<file path="config.mk">
export PLATFORM = sky130hd
export DESIGN_NAME = csc_rgb2ycbcr
export DESIGN_NICKNAME = d
export VERILOG_FILES = /design/src/design/csc_pkg.sv /design/src/design/csc_term_if.sv /design/src/design/csc_rgb2ycbcr.sv /design/src/design/csc_channel.sv /design/src/design/csc_add.sv /design/src/design/csc_mul.sv
export SDC_FILE = /design/constraint.sdc
export NUM_CORES = 1
export LEC_CHECK = 0
export ABC_CLOCK_PERIOD_IN_PS = 5500
export BUFFER_PORTS_ARGS = -buffer_cell sky130_fd_sc_hd__buf_2
export CORE_MARGIN = 10
export CORE_UTILIZATION = 55
export DETAILED_ROUTE_END_ITERATION = 7
export HOLD_SLACK_MARGIN = 0.12
export PLACE_DENSITY = 0.69
export SYNTH_ARGS = -nofsm -noshare
export SYNTH_HDL_FRONTEND = slang
export SYNTH_HIERARCHICAL = 1
export SYNTH_SLANG_ARGS = --single-unit
</file>
<file path="constraint.sdc">
create_clock -name clk -period 5.5 [get_ports clk]
set_input_delay 0.825 -clock clk [delete_from_list [all_inputs] [get_ports clk]]
set_output_delay 0.825 -clock clk [all_outputs]
set_load 0.05 [all_outputs]
</file>
<file path="src/design/csc_pkg.sv">
package csc_pkg;

  // word widths.
  parameter int pix_w  = 8;
  parameter int coef_w = 17;
  parameter int term_w = 25;
  parameter int frac_w = 12;
  parameter int sync_w = 3;

  // coefficients are sign-magnitude, magnitude scaled by 4096.
  // bit 16 is the sign.
  parameter logic [coef_w-1:0] Y_R  = {1'b0, 16'd1053};
  parameter logic [coef_w-1:0] Y_G  = {1'b0, 16'd2064};
  parameter logic [coef_w-1:0] Y_B  = {1'b0, 16'd401};

  parameter logic [coef_w-1:0] CB_R = {1'b1, 16'd606};
  parameter logic [coef_w-1:0] CB_G = {1'b1, 16'd1192};
  parameter logic [coef_w-1:0] CB_B = {1'b0, 16'd1798};

  parameter logic [coef_w-1:0] CR_R = {1'b0, 16'd1798};
  parameter logic [coef_w-1:0] CR_G = {1'b1, 16'd1507};
  parameter logic [coef_w-1:0] CR_B = {1'b1, 16'd291};

  // integer offsets, added after the products.
  parameter logic [pix_w-1:0] Y_OFF  = 8'd16;
  parameter logic [pix_w-1:0] CB_OFF = 8'd128;
  parameter logic [pix_w-1:0] CR_OFF = 8'd128;

endpackage
</file>
<file path="src/design/csc_term_if.sv">
`timescale 1ns/1ns

interface csc_term_if #(
  parameter int DELAY_DATA_WIDTH = 1
);

  // sign-magnitude products, one per colour input.
  logic [csc_pkg::term_w-1:0]  term_1;
  logic [csc_pkg::term_w-1:0]  term_2;
  logic [csc_pkg::term_w-1:0]  term_3;
  logic [DELAY_DATA_WIDTH-1:0] ddata;

  modport src (
    output term_1,
    output term_2,
    output term_3,
    output ddata
  );

  modport dst (
    input term_1,
    input term_2,
    input term_3,
    input ddata
  );

endinterface

</file>
<file path="src/design/csc_rgb2ycbcr.sv">
`timescale 1ns/1ns

module csc_rgb2ycbcr #(
  parameter logic [csc_pkg::coef_w-1:0] Y_R    = csc_pkg::Y_R,
  parameter logic [csc_pkg::coef_w-1:0] Y_G    = csc_pkg::Y_G,
  parameter logic [csc_pkg::coef_w-1:0] Y_B    = csc_pkg::Y_B,
  parameter logic [csc_pkg::coef_w-1:0] CB_R   = csc_pkg::CB_R,
  parameter logic [csc_pkg::coef_w-1:0] CB_G   = csc_pkg::CB_G,
  parameter logic [csc_pkg::coef_w-1:0] CB_B   = csc_pkg::CB_B,
  parameter logic [csc_pkg::coef_w-1:0] CR_R   = csc_pkg::CR_R,
  parameter logic [csc_pkg::coef_w-1:0] CR_G   = csc_pkg::CR_G,
  parameter logic [csc_pkg::coef_w-1:0] CR_B   = csc_pkg::CR_B,
  parameter logic [csc_pkg::pix_w-1:0]  Y_OFF  = csc_pkg::Y_OFF,
  parameter logic [csc_pkg::pix_w-1:0]  CB_OFF = csc_pkg::CB_OFF,
  parameter logic [csc_pkg::pix_w-1:0]  CR_OFF = csc_pkg::CR_OFF
) (
  input  logic                      clk,
  input  logic                      rst_n,
  input  logic [csc_pkg::pix_w-1:0] r,
  input  logic [csc_pkg::pix_w-1:0] g,
  input  logic [csc_pkg::pix_w-1:0] b,
  input  logic                      de_in,
  input  logic                      hsync_in,
  input  logic                      vsync_in,
  output logic [csc_pkg::pix_w-1:0] y,
  output logic [csc_pkg::pix_w-1:0] cb,
  output logic [csc_pkg::pix_w-1:0] cr,
  output logic                      de_out,
  output logic                      hsync_out,
  output logic                      vsync_out
);

  // the y channel carries the full sync word.
  csc_channel #(
    .DELAY_DATA_WIDTH (csc_pkg::sync_w),
    .C_R              (Y_R),
    .C_G              (Y_G),
    .C_B              (Y_B),
    .OFFSET           (Y_OFF)
  ) chan_y (
    .clk       (clk),
    .rst_n     (rst_n),
    .r         (r),
    .g         (g),
    .b         (b),
    .ddata_in  ({hsync_in, vsync_in, de_in}),
    .data      (y),
    .ddata_out ({hsync_out, vsync_out, de_out})
  );

  csc_channel #(
    .DELAY_DATA_WIDTH (1),
    .C_R              (CB_R),
    .C_G              (CB_G),
    .C_B              (CB_B),
    .OFFSET           (CB_OFF)
  ) chan_cb (
    .clk       (clk),
    .rst_n     (rst_n),
    .r         (r),
    .g         (g),
    .b         (b),
    .ddata_in  (de_in),
    .data      (cb),
    .ddata_out ()
  );

  csc_channel #(
    .DELAY_DATA_WIDTH (1),
    .C_R              (CR_R),
    .C_G              (CR_G),
    .C_B              (CR_B),
    .OFFSET           (CR_OFF)
  ) chan_cr (
    .clk       (clk),
    .rst_n     (rst_n),
    .r         (r),
    .g         (g),
    .b         (b),
    .ddata_in  (de_in),
    .data      (cr),
    .ddata_out ()
  );

endmodule

</file>
<file path="src/design/csc_channel.sv">
`timescale 1ns/1ns

module csc_channel #(
  parameter int                         DELAY_DATA_WIDTH = 1,
  parameter logic [csc_pkg::coef_w-1:0] C_R              = '0,
  parameter logic [csc_pkg::coef_w-1:0] C_G              = '0,
  parameter logic [csc_pkg::coef_w-1:0] C_B              = '0,
  parameter logic [csc_pkg::pix_w-1:0]  OFFSET           = '0
) (
  input  logic                        clk,
  input  logic                        rst_n,
  input  logic [csc_pkg::pix_w-1:0]   r,
  input  logic [csc_pkg::pix_w-1:0]   g,
  input  logic [csc_pkg::pix_w-1:0]   b,
  input  logic [DELAY_DATA_WIDTH-1:0] ddata_in,
  output logic [csc_pkg::pix_w-1:0]   data,
  output logic [DELAY_DATA_WIDTH-1:0] ddata_out
);

  logic [DELAY_DATA_WIDTH-1:0] d1_ddata;
  logic [DELAY_DATA_WIDTH-1:0] d2_ddata;

  csc_term_if #(
    .DELAY_DATA_WIDTH (DELAY_DATA_WIDTH)
  ) terms_if ();

  csc_mul #(.COEF(C_R)) mul_r (
    .clk  (clk),
    .pix  (r),
    .prod (terms_if.term_1)
  );

  csc_mul #(.COEF(C_G)) mul_g (
    .clk  (clk),
    .pix  (g),
    .prod (terms_if.term_2)
  );

  csc_mul #(.COEF(C_B)) mul_b (
    .clk  (clk),
    .pix  (b),
    .prod (terms_if.term_3)
  );

  // two stages, same as the multipliers.
  always_ff @(posedge clk) begin
    if (!rst_n) begin
      d1_ddata <= '0;
      d2_ddata <= '0;
    end else begin
      d1_ddata <= ddata_in;
      d2_ddata <= d1_ddata;
    end
  end

  assign terms_if.ddata = d2_ddata;

  csc_add #(
    .DELAY_DATA_WIDTH (DELAY_DATA_WIDTH),
    .OFFSET           (OFFSET)
  ) add0 (
    .clk       (clk),
    .rst_n     (rst_n),
    .terms     (terms_if.dst),
    .data_p    (data),
    .ddata_out (ddata_out)
  );

endmodule

</file>
<file path="src/design/csc_add.sv">
`timescale 1ns/1ns

module csc_add #(
  parameter int                        DELAY_DATA_WIDTH = 1,
  parameter logic [csc_pkg::pix_w-1:0] OFFSET           = '0
) (
  input  logic                        clk,
  input  logic                        rst_n,
  csc_term_if.dst                     terms,
  output logic [csc_pkg::pix_w-1:0]   data_p,
  output logic [DELAY_DATA_WIDTH-1:0] ddata_out
);

  localparam int TW = csc_pkg::term_w;
  localparam int HI = csc_pkg::frac_w + csc_pkg::pix_w;

  // offset as an integer with frac_w zero fraction bits.
  localparam logic [TW-1:0] OFF_TERM = {
    {(TW - HI){1'b0}}, OFFSET, {csc_pkg::frac_w{1'b0}}
  };

  logic [DELAY_DATA_WIDTH-1:0] p1_ddata;
  logic [DELAY_DATA_WIDTH-1:0] p2_ddata;
  logic [DELAY_DATA_WIDTH-1:0] p3_ddata;
  logic [TW-1:0]               p1_term_1;
  logic [TW-1:0]               p1_term_2;
  logic [TW-1:0]               p1_term_3;
  logic [TW-1:0]               p2_sum_0;
  logic [TW-1:0]               p2_sum_1;
  logic [TW-1:0]               p3_sum;

  // sign-magnitude to two's complement.
  function automatic logic [TW-1:0] sm_to_tc(input logic [TW-1:0] sm);
    logic [TW-1:0] mag;
    mag = {1'b0, sm[TW-2:0]};
    if (sm[TW-1]) begin
      return ~mag + 1'b1;
    end
    return mag;
  endfunction

  // sync word follows the data through all four stages.
  always_ff @(posedge clk) begin
    if (!rst_n) begin
      p1_ddata  <= '0;
      p2_ddata  <= '0;
      p3_ddata  <= '0;
      ddata_out <= '0;
    end else begin
      p1_ddata  <= terms.ddata;
      p2_ddata  <= p1_ddata;
      p3_ddata  <= p2_ddata;
      ddata_out <= p3_ddata;
    end
  end

  // stage 1.
  always_ff @(posedge clk) begin
    p1_term_1 <= sm_to_tc(terms.term_1);
    p1_term_2 <= sm_to_tc(terms.term_2);
    p1_term_3 <= sm_to_tc(terms.term_3);
  end

  // stage 2, pair sums.
  always_ff @(posedge clk) begin
    p2_sum_0 <= p1_term_1 + p1_term_2;
    p2_sum_1 <= p1_term_3 + OFF_TERM;
  end

  // stage 3.
  always_ff @(posedge clk) begin
    p3_sum <= p2_sum_0 + p2_sum_1;
  end

  // stage 4, clip to 0..255.
  always_ff @(posedge clk) begin
    if (p3_sum[TW-1]) begin
      data_p <= 8'h00;
    end else if (p3_sum[TW-2:HI] != '0) begin
      data_p <= 8'hff;
    end else begin
      data_p <= p3_sum[HI-1:csc_pkg::frac_w];
    end
  end

endmodule

</file>
<file path="src/design/csc_mul.sv">
`timescale 1ns/1ns

module csc_mul #(
  parameter logic [csc_pkg::coef_w-1:0] COEF = '0
) (
  input  logic                       clk,
  input  logic [csc_pkg::pix_w-1:0]  pix,
  output logic [csc_pkg::term_w-1:0] prod
);

  localparam int MAG_W = csc_pkg::coef_w - 1;

  logic [csc_pkg::pix_w-1:0]  p1_pix;
  logic [csc_pkg::term_w-2:0] mag_s;

  // unsigned pixel times coefficient magnitude.
  assign mag_s = p1_pix * COEF[MAG_W-1:0];

  // stage 1.
  always_ff @(posedge clk) begin
    p1_pix <= pix;
  end

  // stage 2, sign rides on top of the magnitude.
  always_ff @(posedge clk) begin
    prod <= {COEF[csc_pkg::coef_w-1], mag_s};
  end

endmodule

</file>
# Yosys cells after proc, flatten, opt, wreduce, memory -nomap -nowiden
# Cells that the tools add are included.
classes:
  add_sub_neg: 13
  mul: 9
  mux: 3
  n_bitwise: 4
  reduce_logical: 3
ops:
  columns: ["cell", "n"]
  rows:
  - ["$add 25x1->25 const B", 4]
  - ["$mul 8x9->17 const B", 3]
  - ["$add 25x25->25", 2]
  - ["$not 19->25", 2]
  - ["$mul 8x11->19 const B", 2]
  - ["$mul 8x10->18 const B", 2]
  - ["$mul 8x8->16 const B", 2]
  - ["$add 19x25->25", 1]
  - ["$add 25x20->25 const B", 1]
  - ["$add 25x21->25", 1]
  - ["$not 17->25", 1]
  - ["$not 18->25", 1]
  - ["$mux 8", 3]
  - ["$add 21x18->22", 1]
  - ["$add 19x20->21", 1]
  - ["$add 19x20->21 const B", 1]
  - ["$add 17x17->18 const B", 1]
  - ["$reduce_bool 4->1", 3]
totals:
  regBits: 618
  in_bits: 29
  out_inout_bits: 27
  word_cells: 71

# Longest topological paths before layout
# Gate-level depths: netlist of the first run.
logic_depth:
  ltp_word: 2
  mapped_depth: 15
  depth_no_buf: 14

# Modules after synthesis
# The synthesis of the first run kept the hierarchy.
modules_own_cells:
  columns: ["mod", "instances", "cells_per_inst", "area_each_um2", "seq_area_each_um2"]
  rows:
  - ["csc_add (chan_y.add0)", 1, 687, 6849.1, 3163.0]
  - ["csc_add (chan_cr.add0)", 1, 661, 6736.5, 3002.9]
  - ["csc_add (chan_cb.add0)", 1, 678, 6676.4, 3002.9]
  - ["csc_mul (chan_cb.mul_b ...)", 2, 166, 1828.0, 520.5]
  - ["csc_mul (chan_cr.mul_g)", 1, 221, 2289.7, 540.5]
  - ["csc_mul (chan_cb.mul_r)", 1, 195, 2018.2, 500.5]
  - ["csc_mul (chan_y.mul_r)", 1, 184, 1888.1, 540.5]
  - ["csc_mul (chan_cb.mul_g)", 1, 148, 1576.5, 480.5]
  - ["csc_mul (chan_cr.mul_b)", 1, 144, 1565.3, 500.5]
  - ["csc_mul (chan_y.mul_b)", 1, 141, 1562.7, 500.5]
  - ["csc_mul (chan_y.mul_g)", 1, 47, 665.6, 480.5]
  - ["csc_channel (chan_y)", 1, 12, 157.7, 120.1]
  - ["csc_channel (chan_cb ...)", 2, 4, 52.6, 40.0]

# Worst setup path after synthesis of the first run
# OpenSTA, ideal clock, no wires.
synth_path:
  kind: "register -> register"
  start: "register chan_cb/mul_r/p1_pix[5] in the netlist's numbering"
  end: "register chan_cb/mul_r/prod[17] in the netlist's numbering"
  setup_time_ns: 0.115
  t_arrival_ns: 3.778
  t_required_ns: 5.385
  slack_ns: 1.606
  path_stages_with_launch: 13
  path_buffers: 0
  synth_period_minus_slack_ns: 3.894
  cell_sequence: "dfxtp_1 fa_1 inv_1 fa_1 fa_1 fa_1 inv_1 ha_1 a21oi_2 o211ai_2 a21oi_2 o31ai_2 a31o_1"
synth_between:
  elab_chain_len: 1
synth_rtl:
  columns: ["item", "line_no", "rtl"]
  rows:
  - ["from (decl)", "csc_mul.sv:13", "logic [csc_pkg::pix_w-1:0] p1_pix;"]
  - ["from (signal assigned)", "csc_mul.sv:21", "p1_pix <= pix;"]
  - ["$mul 8x9->17", "csc_mul.sv:17", "assign mag_s = p1_pix * COEF[MAG_W-1:0];"]
  - ["net chan_cb.mul_r.mag_s, one bit", "csc_mul.sv:14", "logic [csc_pkg::term_w-2:0] mag_s;"]
  - ["to (signal assigned)", "csc_mul.sv:26", "prod <= {COEF[csc_pkg::coef_w-1], mag_s};"]
  - ["to (decl)", "csc_mul.sv:8", "output logic [csc_pkg::term_w-1:0] prod"]
# The timed path passes the listed nets, and every way through them passes these cells.
# A chain may end at the register's enable or synchronous reset.

# Worst setup path after layout of the first run
layout_path:
  start: "register chan_cb/mul_r/p1_pix[6] in the netlist's numbering"
  end: "register chan_cb/mul_r/prod[13] in the netlist's numbering"
# The elaborated chain is that of the path after synthesis.

==> results_tabular.tex, run 1 <==
\begin{tabular}{lr}
\hline
Metric & Value \\
\hline
\multicolumn{2}{l}{\textbf{Status}} \\
Result of the run & completed \\
\multicolumn{2}{l}{\textbf{Routing}} \\
1st-pass router iterations & 5 \\
Via count normalized by instance count & $\sim$5.3 \\
Violation count after the first detailed-route iteration & between 1,000 and 1,500 \\
Number of antenna-violating nets in the routed design & 0 \\
Drt total wl & between 60,000 and 70,000 um \\
Remaining routing DRC violations & 0 \\
Average wire per standard cell & $\sim$15 um \\
Total number of vias & between 20,000 and 25,000 \\
\multicolumn{2}{l}{\textbf{Timing}} \\
Final Hold Vio Count & 0 \\
Setup slack of the critical path after layout & between 1 and 1.5 ns \\
Final critical-path required period & about 4.2 ns \\
Unrepaired setup endpoints after global routing & false \\
Worst-case clock skew & 0.0165 ns \\
Peak clock frequency supported by timing & roughly 240 MHz \\
Relative slew slack & 42.7\% \\
Final-report setup violation count & 0 \\
Total negative setup slack & 0 ns \\
Fin crit share & between 70\% and 80\% \\
Number of max-slew violations in the final report & 0 \\
Worst slack on hold paths & around 0.33 ns \\
Worst Tran Pin Value & $\sim$0.85 ns \\
\multicolumn{2}{l}{\textbf{Global routing}} \\
Via count of the first global-routing pass & roughly 24,000 \\
Antenna violations before repair & 0 \\
Wire length of the first global-routing pass & approximately 110,000 um \\
Maximum number of pins on one net before global-route repair & 26 \\
Congestion Overflow GR & 0 \\
GRT Total Usage & 18.0\% \\
\multicolumn{2}{l}{\textbf{Synthesis}} \\
Synth Area per Inst & 10.3 um\^{}2 \\
Synth Warn \# & 6 \\
Synthesized netlist cell count & between 3,000 and 4,000 \\
Post-synthesis cell area & 35,400 um\^{}2 \\
\multicolumn{2}{l}{\textbf{Worst setup path}} \\
Worst reg2reg endpoint & chan\_cb/mul\_r/prod[13] \\
Crit Reg-Reg Startpoint & chan\_cb/mul\_r/p1\_pix[6] \\
Worst Reg2Reg Path Length in Cells & 12 \\
Critical Path Start Type & flop \\
Largest driver fanout on the critical path & 6 \\
Data required time at the worst endpoint & between 5 and 6 ns \\
Worst Setup End Kind & flop \\
Crit path from & chan\_cb/mul\_r/p1\_pix[6] \\
Worst setup endpoint & chan\_cb/mul\_r/prod[13] \\
Crit path DAT & between 4 and 5 ns \\
R2R Setup Slk & roughly 1.3 ns \\
Worst Setup Path Type & reg2reg \\
\multicolumn{2}{l}{\textbf{Clocking}} \\
Number of buffers created by CTS & $\sim$70 \\
Deepest level of the CTS H-tree & 3 \\
Buffers from clock root to sink, at most & 3 \\
Clock sink total & between 600 and 700 \\
Clock-pin slew reported for the worst setup and hold paths after clock tree synthesis & about 0.06 ns \\
Cts-stage hold buffer count & 0 \\
Clock tree from TritonCTS & yes \\
CTS Root Buffer Type & sky130\_fd\_sc\_hd\_\_clkbuf\_16 \\
Clock latency of the later-clocked register in the worst-skew pair & approximately 0.6 ns \\
Buffers inserted during post-CTS setup optimization & 0 \\
Resized cells post-CTS & 0 \\
\multicolumn{2}{l}{\textbf{Floorplan}} \\
Die Wd & approximately 270 um \\
Vertical extent of the die & around 270 um \\
Rows & between 90 and 100 \\
Die area & around 75,000 um\^{}2 \\
Initial core utilization & 55.9\% \\
Number of placed I/O pins & 56 \\
Std-Cell Core Area & around 63,000 um\^{}2 \\
\multicolumn{2}{l}{\textbf{Power}} \\
Power density over cell area & 539 nW/um\^{}2 \\
Switching power of the nets & 7.59 mW \\
Leakage & roughly 18 nW \\
Switching Share & a little over a third \\
Design internal power & around 13 mW \\
Relative contribution of the clock network to total power & approximately a quarter \\
Sequential fraction of design power & 36.4\% \\
Comb power frac & around two fifths \\
Peak ir drop on the vdd network & roughly 260 uV \\
\multicolumn{2}{l}{\textbf{Flow run}} \\
Reported max-cap violation count & 0 \\
\multicolumn{2}{l}{\textbf{Finish}} \\
Final layout net count & 4,126 \\
Post-route standard cell area excluding fillers & 38,800 um\^{}2 \\
Proportion of layout cells with a drive suffix above 1 & approximately 7.2\% \\
Final core utilization & 61.2\% \\
Area delta synth->final & 9.49\% \\
\multicolumn{2}{l}{\textbf{Place}} \\
RD Place Congestion & between 0.8 and 0.9 \\
Placed inst area & 36,300 um\^{}2 \\
Final HPWL from detailed placement & 52,700 um \\
Count of input and output buffers & 55 \\
Setup slack at placement & 1.32 ns \\
\multicolumn{2}{l}{\textbf{Min path}} \\
Tightest Hold Check Type & reg2reg \\
\hline
\end{tabular}
==> through the flow <==
step,power [mW],cells
2_1_floorplan,14.1,3489
3_3_place_gp,15.7,4280
3_5_place_dp,15.9,4280
4_1_cts,21.0,4411
5_1_grt,22.4,4411
6_report,20.9,4412
==> placed cells by master, fill, tap and decap left out, types with 55 or more instances in the layout <==
cell / instances
sky130_fd_sc_hd__nand2_1: 154
sky130_fd_sc_hd__a21oi_1: 155
sky130_fd_sc_hd__o31ai_1: 67
sky130_fd_sc_hd__dfxtp_1: 685
sky130_fd_sc_hd__fa_1: 89
sky130_fd_sc_hd__clkbuf_16: 74
sky130_fd_sc_hd__xor2_1: 91
sky130_fd_sc_hd__nand3_1: 68
sky130_fd_sc_hd__buf_2: 55
sky130_fd_sc_hd__ha_1: 500
sky130_fd_sc_hd__xnor2_1: 318
sky130_fd_sc_hd__o21ai_0: 123
sky130_fd_sc_hd__conb_1: 68
sky130_fd_sc_hd__a21o_1: 70
sky130_fd_sc_hd__nor2_1: 145
sky130_fd_sc_hd__inv_1: 281
==> critical path, stage by stage, from the launching register on <==
cell	delay [ns]
sky130_fd_sc_hd__dfxtp_1	0.40
sky130_fd_sc_hd__fa_1	0.60
sky130_fd_sc_hd__inv_1	0.08
sky130_fd_sc_hd__fa_1	0.51
sky130_fd_sc_hd__fa_1	0.53
sky130_fd_sc_hd__fa_1	0.54
sky130_fd_sc_hd__inv_1	0.04
sky130_fd_sc_hd__ha_1	0.37
sky130_fd_sc_hd__a21oi_2	0.24
sky130_fd_sc_hd__o211ai_2	0.17
sky130_fd_sc_hd__a21oi_2	0.20
sky130_fd_sc_hd__o21ai_0	0.09
sky130_fd_sc_hd__o311ai_1	0.28
==> power by group through the flow <==
stage               Combinational (mW)  Sequential [mW]  Clock, mW
finish                            8.32             7.61       4.98
global route                      9.37             7.77       5.29
CTS                               8.32             7.61       5.09
detailed placement                8.22             7.67          0
global placement                  8.01             7.67          0
floorplan                         6.42             7.65          0
==> metal layers <==
layer | vias to the layer above | global-route usage (%) | part of all wire [%]
met1 | 11100 | 24.0 | 49
met4 | 0 | 5.73 | 2.1
li1 | 12000 | - | -
met2 | 345 | 29.7 | 46
met5 | - | 0 | 0
met3 | 73 | 2.53 | 3.3
==> area by class of cell <==
| cell class | count | area, um^2 |
|---|---|---|
| inverter | 281 | 1050 |
| antenna | 1 | 2.50 |
| timing repair buffer | 55 | 275 |
| tap | 846 | 1060 |
| multi-input combinational | 2413 | 20200 |
| fill | 5161 | 24600 |
| sequential | 685 | 13700 |
| clock inverter | 30 | 375 |
| clock buffer | 101 | 2120 |
==> worst min path at each step <==
stage,startpoint,to,cells past startpoint
2_1_floorplan,chan_cb/add0/p1_term_3[0],chan_cb/add0/p2_sum_1[0],0
3_5_place_dp,chan_cr/add0/p1_term_3[13],chan_cr/add0/p2_sum_1[13],0
6_report,chan_cb/add0/p1_term_3[0],chan_cb/add0/p2_sum_1[0],0
3_3_place_gp,chan_y/add0/p1_term_3[15],chan_y/add0/p2_sum_1[15],0
5_1_grt,chan_y/add0/p1_term_3[15],chan_y/add0/p2_sum_1[15],0
4_1_cts,chan_y/add0/p1_term_3[15],chan_y/add0/p2_sum_1[15],0
Power figures use the tool's default switching activity.
==> run 2: changes to the inputs <==
--- a/config.mk
+++ b/config.mk
@@ -5,13 +5,13 @@
 export SDC_FILE = /design/constraint.sdc
 export NUM_CORES = 1
 export LEC_CHECK = 0
-export ABC_CLOCK_PERIOD_IN_PS = 5500
+export ABC_CLOCK_PERIOD_IN_PS = 3600
 export BUFFER_PORTS_ARGS = -buffer_cell sky130_fd_sc_hd__buf_2
 export CORE_MARGIN = 10
 export CORE_UTILIZATION = 55
 export DETAILED_ROUTE_END_ITERATION = 7
 export HOLD_SLACK_MARGIN = 0.12
-export PLACE_DENSITY = 0.69
+export PLACE_DENSITY = 0.72
 export SYNTH_ARGS = -nofsm -noshare
 export SYNTH_HDL_FRONTEND = slang
 export SYNTH_HIERARCHICAL = 1
==> constraint.sdc (replaced) <==
create_clock -name clk -period 3.6 [get_ports clk]
set_input_delay 0.54 -clock clk [delete_from_list [all_inputs] [get_ports clk]]
set_output_delay 0.54 -clock clk [all_outputs]
set_load 0.05 [all_outputs]
==> run 2 against run 1 <==
Net effect:
- the run now ends with negative setup slack left
- maximum frequency up 12%
- count of clock-buffer cells in the layout shrank 7
- die area unchanged
- register-to-register slack worse by 1.4 ns
- hold slack worse by 0.16 ns
- wire length fell by 5.0%
- total power increased by 54%
- combinational power increased by 59%
- core utilization up 1.2 points
- setup slack got worse by 1.4 ns
- clock power up 52%
- clock skew up 0.016 ns
- critical endpoint unchanged
- largest power group unchanged
==> results_tabular.tex, run 2 (synthesized netlist as in run 1, its figures left out) <==
\begin{tabular}{lr}
\hline
Metric & Value \\
\hline
\multicolumn{2}{l}{\textbf{Power}} \\
Power density over cell area & 817 nW/um\^{}2 (+51\%) \\
Pwr Total & 32.3 mW (+54\%) \\
Leakage & 18.0 nW (+1.6\%) \\
Peak ir drop on the vdd network & 362 uV (+38\%) \\
\multicolumn{2}{l}{\textbf{Floorplan}} \\
Vertical extent of the die & 274 um (unchanged) \\
Die Wd & 274 um (unchanged) \\
Rows & 92 (unchanged) \\
Initial core utilization & 55.9\% (unchanged) \\
Std-Cell Core Area & 63,400 um\^{}2 (unchanged) \\
Number of placed I/O pins & 56 (unchanged) \\
Die area & 75,000 um\^{}2 (unchanged) \\
\multicolumn{2}{l}{\textbf{Routing}} \\
Total number of vias & 23,400 (-0.45\%) \\
Average wire per standard cell & 14.4 um (-6.2\%) \\
Drt total wl & 64,300 um (-5.0\%) \\
Total length of routed met2 wires & 28,300 um (-8.9\%) \\
Number of antenna-violating nets in the routed design & 0 (unchanged) \\
Sum of routed wire segments on met1 & 32,000 um (-3.1\%) \\
1st-pass router iterations & 5 (unchanged) \\
Remaining routing DRC violations & 0 (unchanged) \\
Highest routed layer & met4 \\
Via count normalized by instance count & 5.23 (-1.7\%) \\
Metal3 WL & 2430 um (+10\%) \\
Violation count after the first detailed-route iteration & 869 (-27\%) \\
\multicolumn{2}{l}{\textbf{Worst setup path}} \\
Data required time at the worst endpoint & 4.10 ns (-1.89 ns) \\
Worst Setup Path Type & reg2reg \\
Crit path DAT & 4.21 ns (-0.45 ns) \\
Worst Setup End Kind & flop \\
Largest driver fanout on the critical path & 5 (-1) \\
Worst Reg2Reg Path Length in Cells & 12 (unchanged) \\
Critical Path Start Type & flop \\
\multicolumn{2}{l}{\textbf{Clocking}} \\
Clock latency of the later-clocked register in the worst-skew pair & 0.62 ns (about the same) \\
CTS Root Buffer Type & sky130\_fd\_sc\_hd\_\_clkbuf\_16 \\
Clock-pin slew reported for the worst setup and hold paths after clock tree synthesis & 0.06 ns (about the same) \\
Number of buffers created by CTS & 73 (+1.4\%) \\
Clock tree from TritonCTS & yes \\
Clock sink total & 685 (unchanged) \\
Buffers from clock root to sink, at most & 3 (unchanged) \\
Deepest level of the CTS H-tree & 3 (unchanged) \\
\multicolumn{2}{l}{\textbf{Place}} \\
Count of input and output buffers & 55 (unchanged) \\
Final HPWL from detailed placement & 49,100 um (-6.8\%) \\
Placed inst area & 36,600 um\^{}2 (+0.93\%) \\
RD Place Congestion & 0.847 (-2.6\%) \\
Setup slack at placement & -0.128 ns (-1.45 ns) \\
Cell count after placement & 4,318 (+0.89\%) \\
\multicolumn{2}{l}{\textbf{Global routing}} \\
Via count of the first global-routing pass & 22,700 (-4.1\%) \\
Congestion Overflow GR & 0 (unchanged) \\
Maximum number of pins on one net before global-route repair & 26 (unchanged) \\
Wire length of the first global-routing pass & 108,000 um (-5.1\%) \\
GRT Total Usage & 17.2\% (-0.85 points) \\
Antenna violations before repair & 2 (+2) \\
\multicolumn{2}{l}{\textbf{Timing}} \\
Total negative setup slack & -0.234 ns (-0.234 ns) \\
Final Hold Vio Count & 0 (unchanged) \\
Final-report setup violation count & 8 (+8) \\
Unrepaired setup endpoints after global routing & true \\
Worst-case clock skew & 0.0322 ns (+0.0156 ns) \\
Worst Tran Pin Value & 0.752 ns (-0.0962 ns) \\
Peak clock frequency supported by timing & 269 MHz (+12\%) \\
Setup slack of the critical path after layout & -0.115 ns (-1.45 ns) \\
Fin crit share & 103\% (+27 points) \\
Relative slew slack & 49.2\% (+6.5 points) \\
Number of max-slew violations in the final report & 0 (unchanged) \\
Final critical-path required period & 3.71 ns (-0.450 ns) \\
\multicolumn{2}{l}{\textbf{Min path}} \\
Worst Hold Path Cells & 1 (+1) \\
Tightest Hold Check Type & in2reg \\
\multicolumn{2}{l}{\textbf{Finish}} \\
Leading cell types in the layout, fill and taps excluded & sky130\_fd\_sc\_hd\_\_dfxtp\_1, sky130\_fd\_sc\_hd\_\_ha\_1, sky130\_fd\_sc\_hd\_\_xnor2\_1 \\
Final layout net count & 4,189 (+1.5\%) \\
FILL cells & 5,132 (-0.56\%) \\
Final std cells w/o fill & 4,470 (+1.3\%) \\
Proportion of layout cells with a drive suffix above 1 & 9.36\% (+2.1 points) \\
Area delta synth->final & 11.6\% \\
Post-route standard cell area excluding fillers & 39,500 um\^{}2 (+1.9\%) \\
Most common library cell in the layout ignoring fill and taps & sky130\_fd\_sc\_hd\_\_dfxtp\_1 \\
\multicolumn{2}{l}{\textbf{Flow run}} \\
Reported max-cap violation count & 0 (unchanged) \\
\multicolumn{2}{l}{\textbf{Status}} \\
Failing checks & negative setup slack \\
Result of the run & complete, but fails checks \\
\hline
\end{tabular}
run 2: cell types whose count changed in the layout (fill, tap and decap cells not counted), moves of 4 or more:
cell,change
sky130_fd_sc_hd__clkbuf_8,-6
sky130_fd_sc_hd__inv_1,-4
sky130_fd_sc_hd__inv_2,+4
sky130_fd_sc_hd__buf_4,+41
sky130_fd_sc_hd__ha_4,+8
sky130_fd_sc_hd__a21oi_1,-7
sky130_fd_sc_hd__dfxtp_1,-9
sky130_fd_sc_hd__dfxtp_2,+8
sky130_fd_sc_hd__a21oi_2,+4
sky130_fd_sc_hd__ha_1,-11
sky130_fd_sc_hd__dlygate4sd3_1,+19
run 2: layout make-up:
cell class	count	area, um^2	share of cell area [%]
inverter	281	1050	2.67
sequential	685	13700	34.7
tap	846	1060	2.68
clock buffer	94	2060	5.20
multi-input combinational	2413	20400	51.7
clock inverter	33	403	1.02
antenna	1	2.50	0.00633
timing repair buffer	117	796	2.01
run 2: final timing paths:
path,start,end,slack [ns]
max reg2reg,chan_cb/mul_r/p1_pix[6],chan_cb/mul_r/prod[13],-0.11
min,b[0],chan_cr/mul_b/p1_pix[0],0.16
min reg2reg,chan_cb/add0/p1_term_3[1],chan_cb/add0/p2_sum_1[1],0.31
max,chan_cb/mul_r/p1_pix[6],chan_cb/mul_r/prod[13],-0.11
run 2: critical path, stage by stage, from the launching register on:
cell                       delay, ns
sky130_fd_sc_hd__dfxtp_2        0.33
sky130_fd_sc_hd__fa_1           0.56
sky130_fd_sc_hd__inv_1          0.06
sky130_fd_sc_hd__fa_1           0.49
sky130_fd_sc_hd__fa_1           0.43
sky130_fd_sc_hd__fa_1           0.51
sky130_fd_sc_hd__inv_2          0.04
sky130_fd_sc_hd__ha_4           0.23
sky130_fd_sc_hd__a21oi_4        0.16
sky130_fd_sc_hd__o211ai_2       0.14
sky130_fd_sc_hd__a21oi_2        0.23
sky130_fd_sc_hd__o21ai_1        0.11
sky130_fd_sc_hd__o311ai_1       0.31
run 2: timing repair:
| item | CTS | global route |
|---|---|---|
| setup buffers | 4 | 1 |
| endpoints found under the setup margin | 16 | 25 |
| pin swaps | 19 | 31 |
| gates resized for setup | 9 | 35 |
| hold endpoints to repair | 50 | 0 |
| hold buffers | 19 | 0 |
run 2: through the flow:
step	util [%]	hold WS, ns
after floorplan	-	0.310
after global placement	57.8	0.310
after detailed placement	57.8	0.312
after CTS	62.0	0.128
after global routing	62.3	0.126
final	62.3	0.164
run 2: power breakdown:
part	leakage [nW]	internal [mW]	switching, mW	total, mW
logic	11.0	5.95	7.22	13.2
clock network	1.21	4.56	2.99	7.56
registers	5.77	10.2	1.39	11.6
run 2: routing by layer:
layer	track usage, %	vias up
met2	27.1	328
met5	0	-
met1	23.5	10800
li1	-	12200
met4	5.96	0
met3	2.75	95
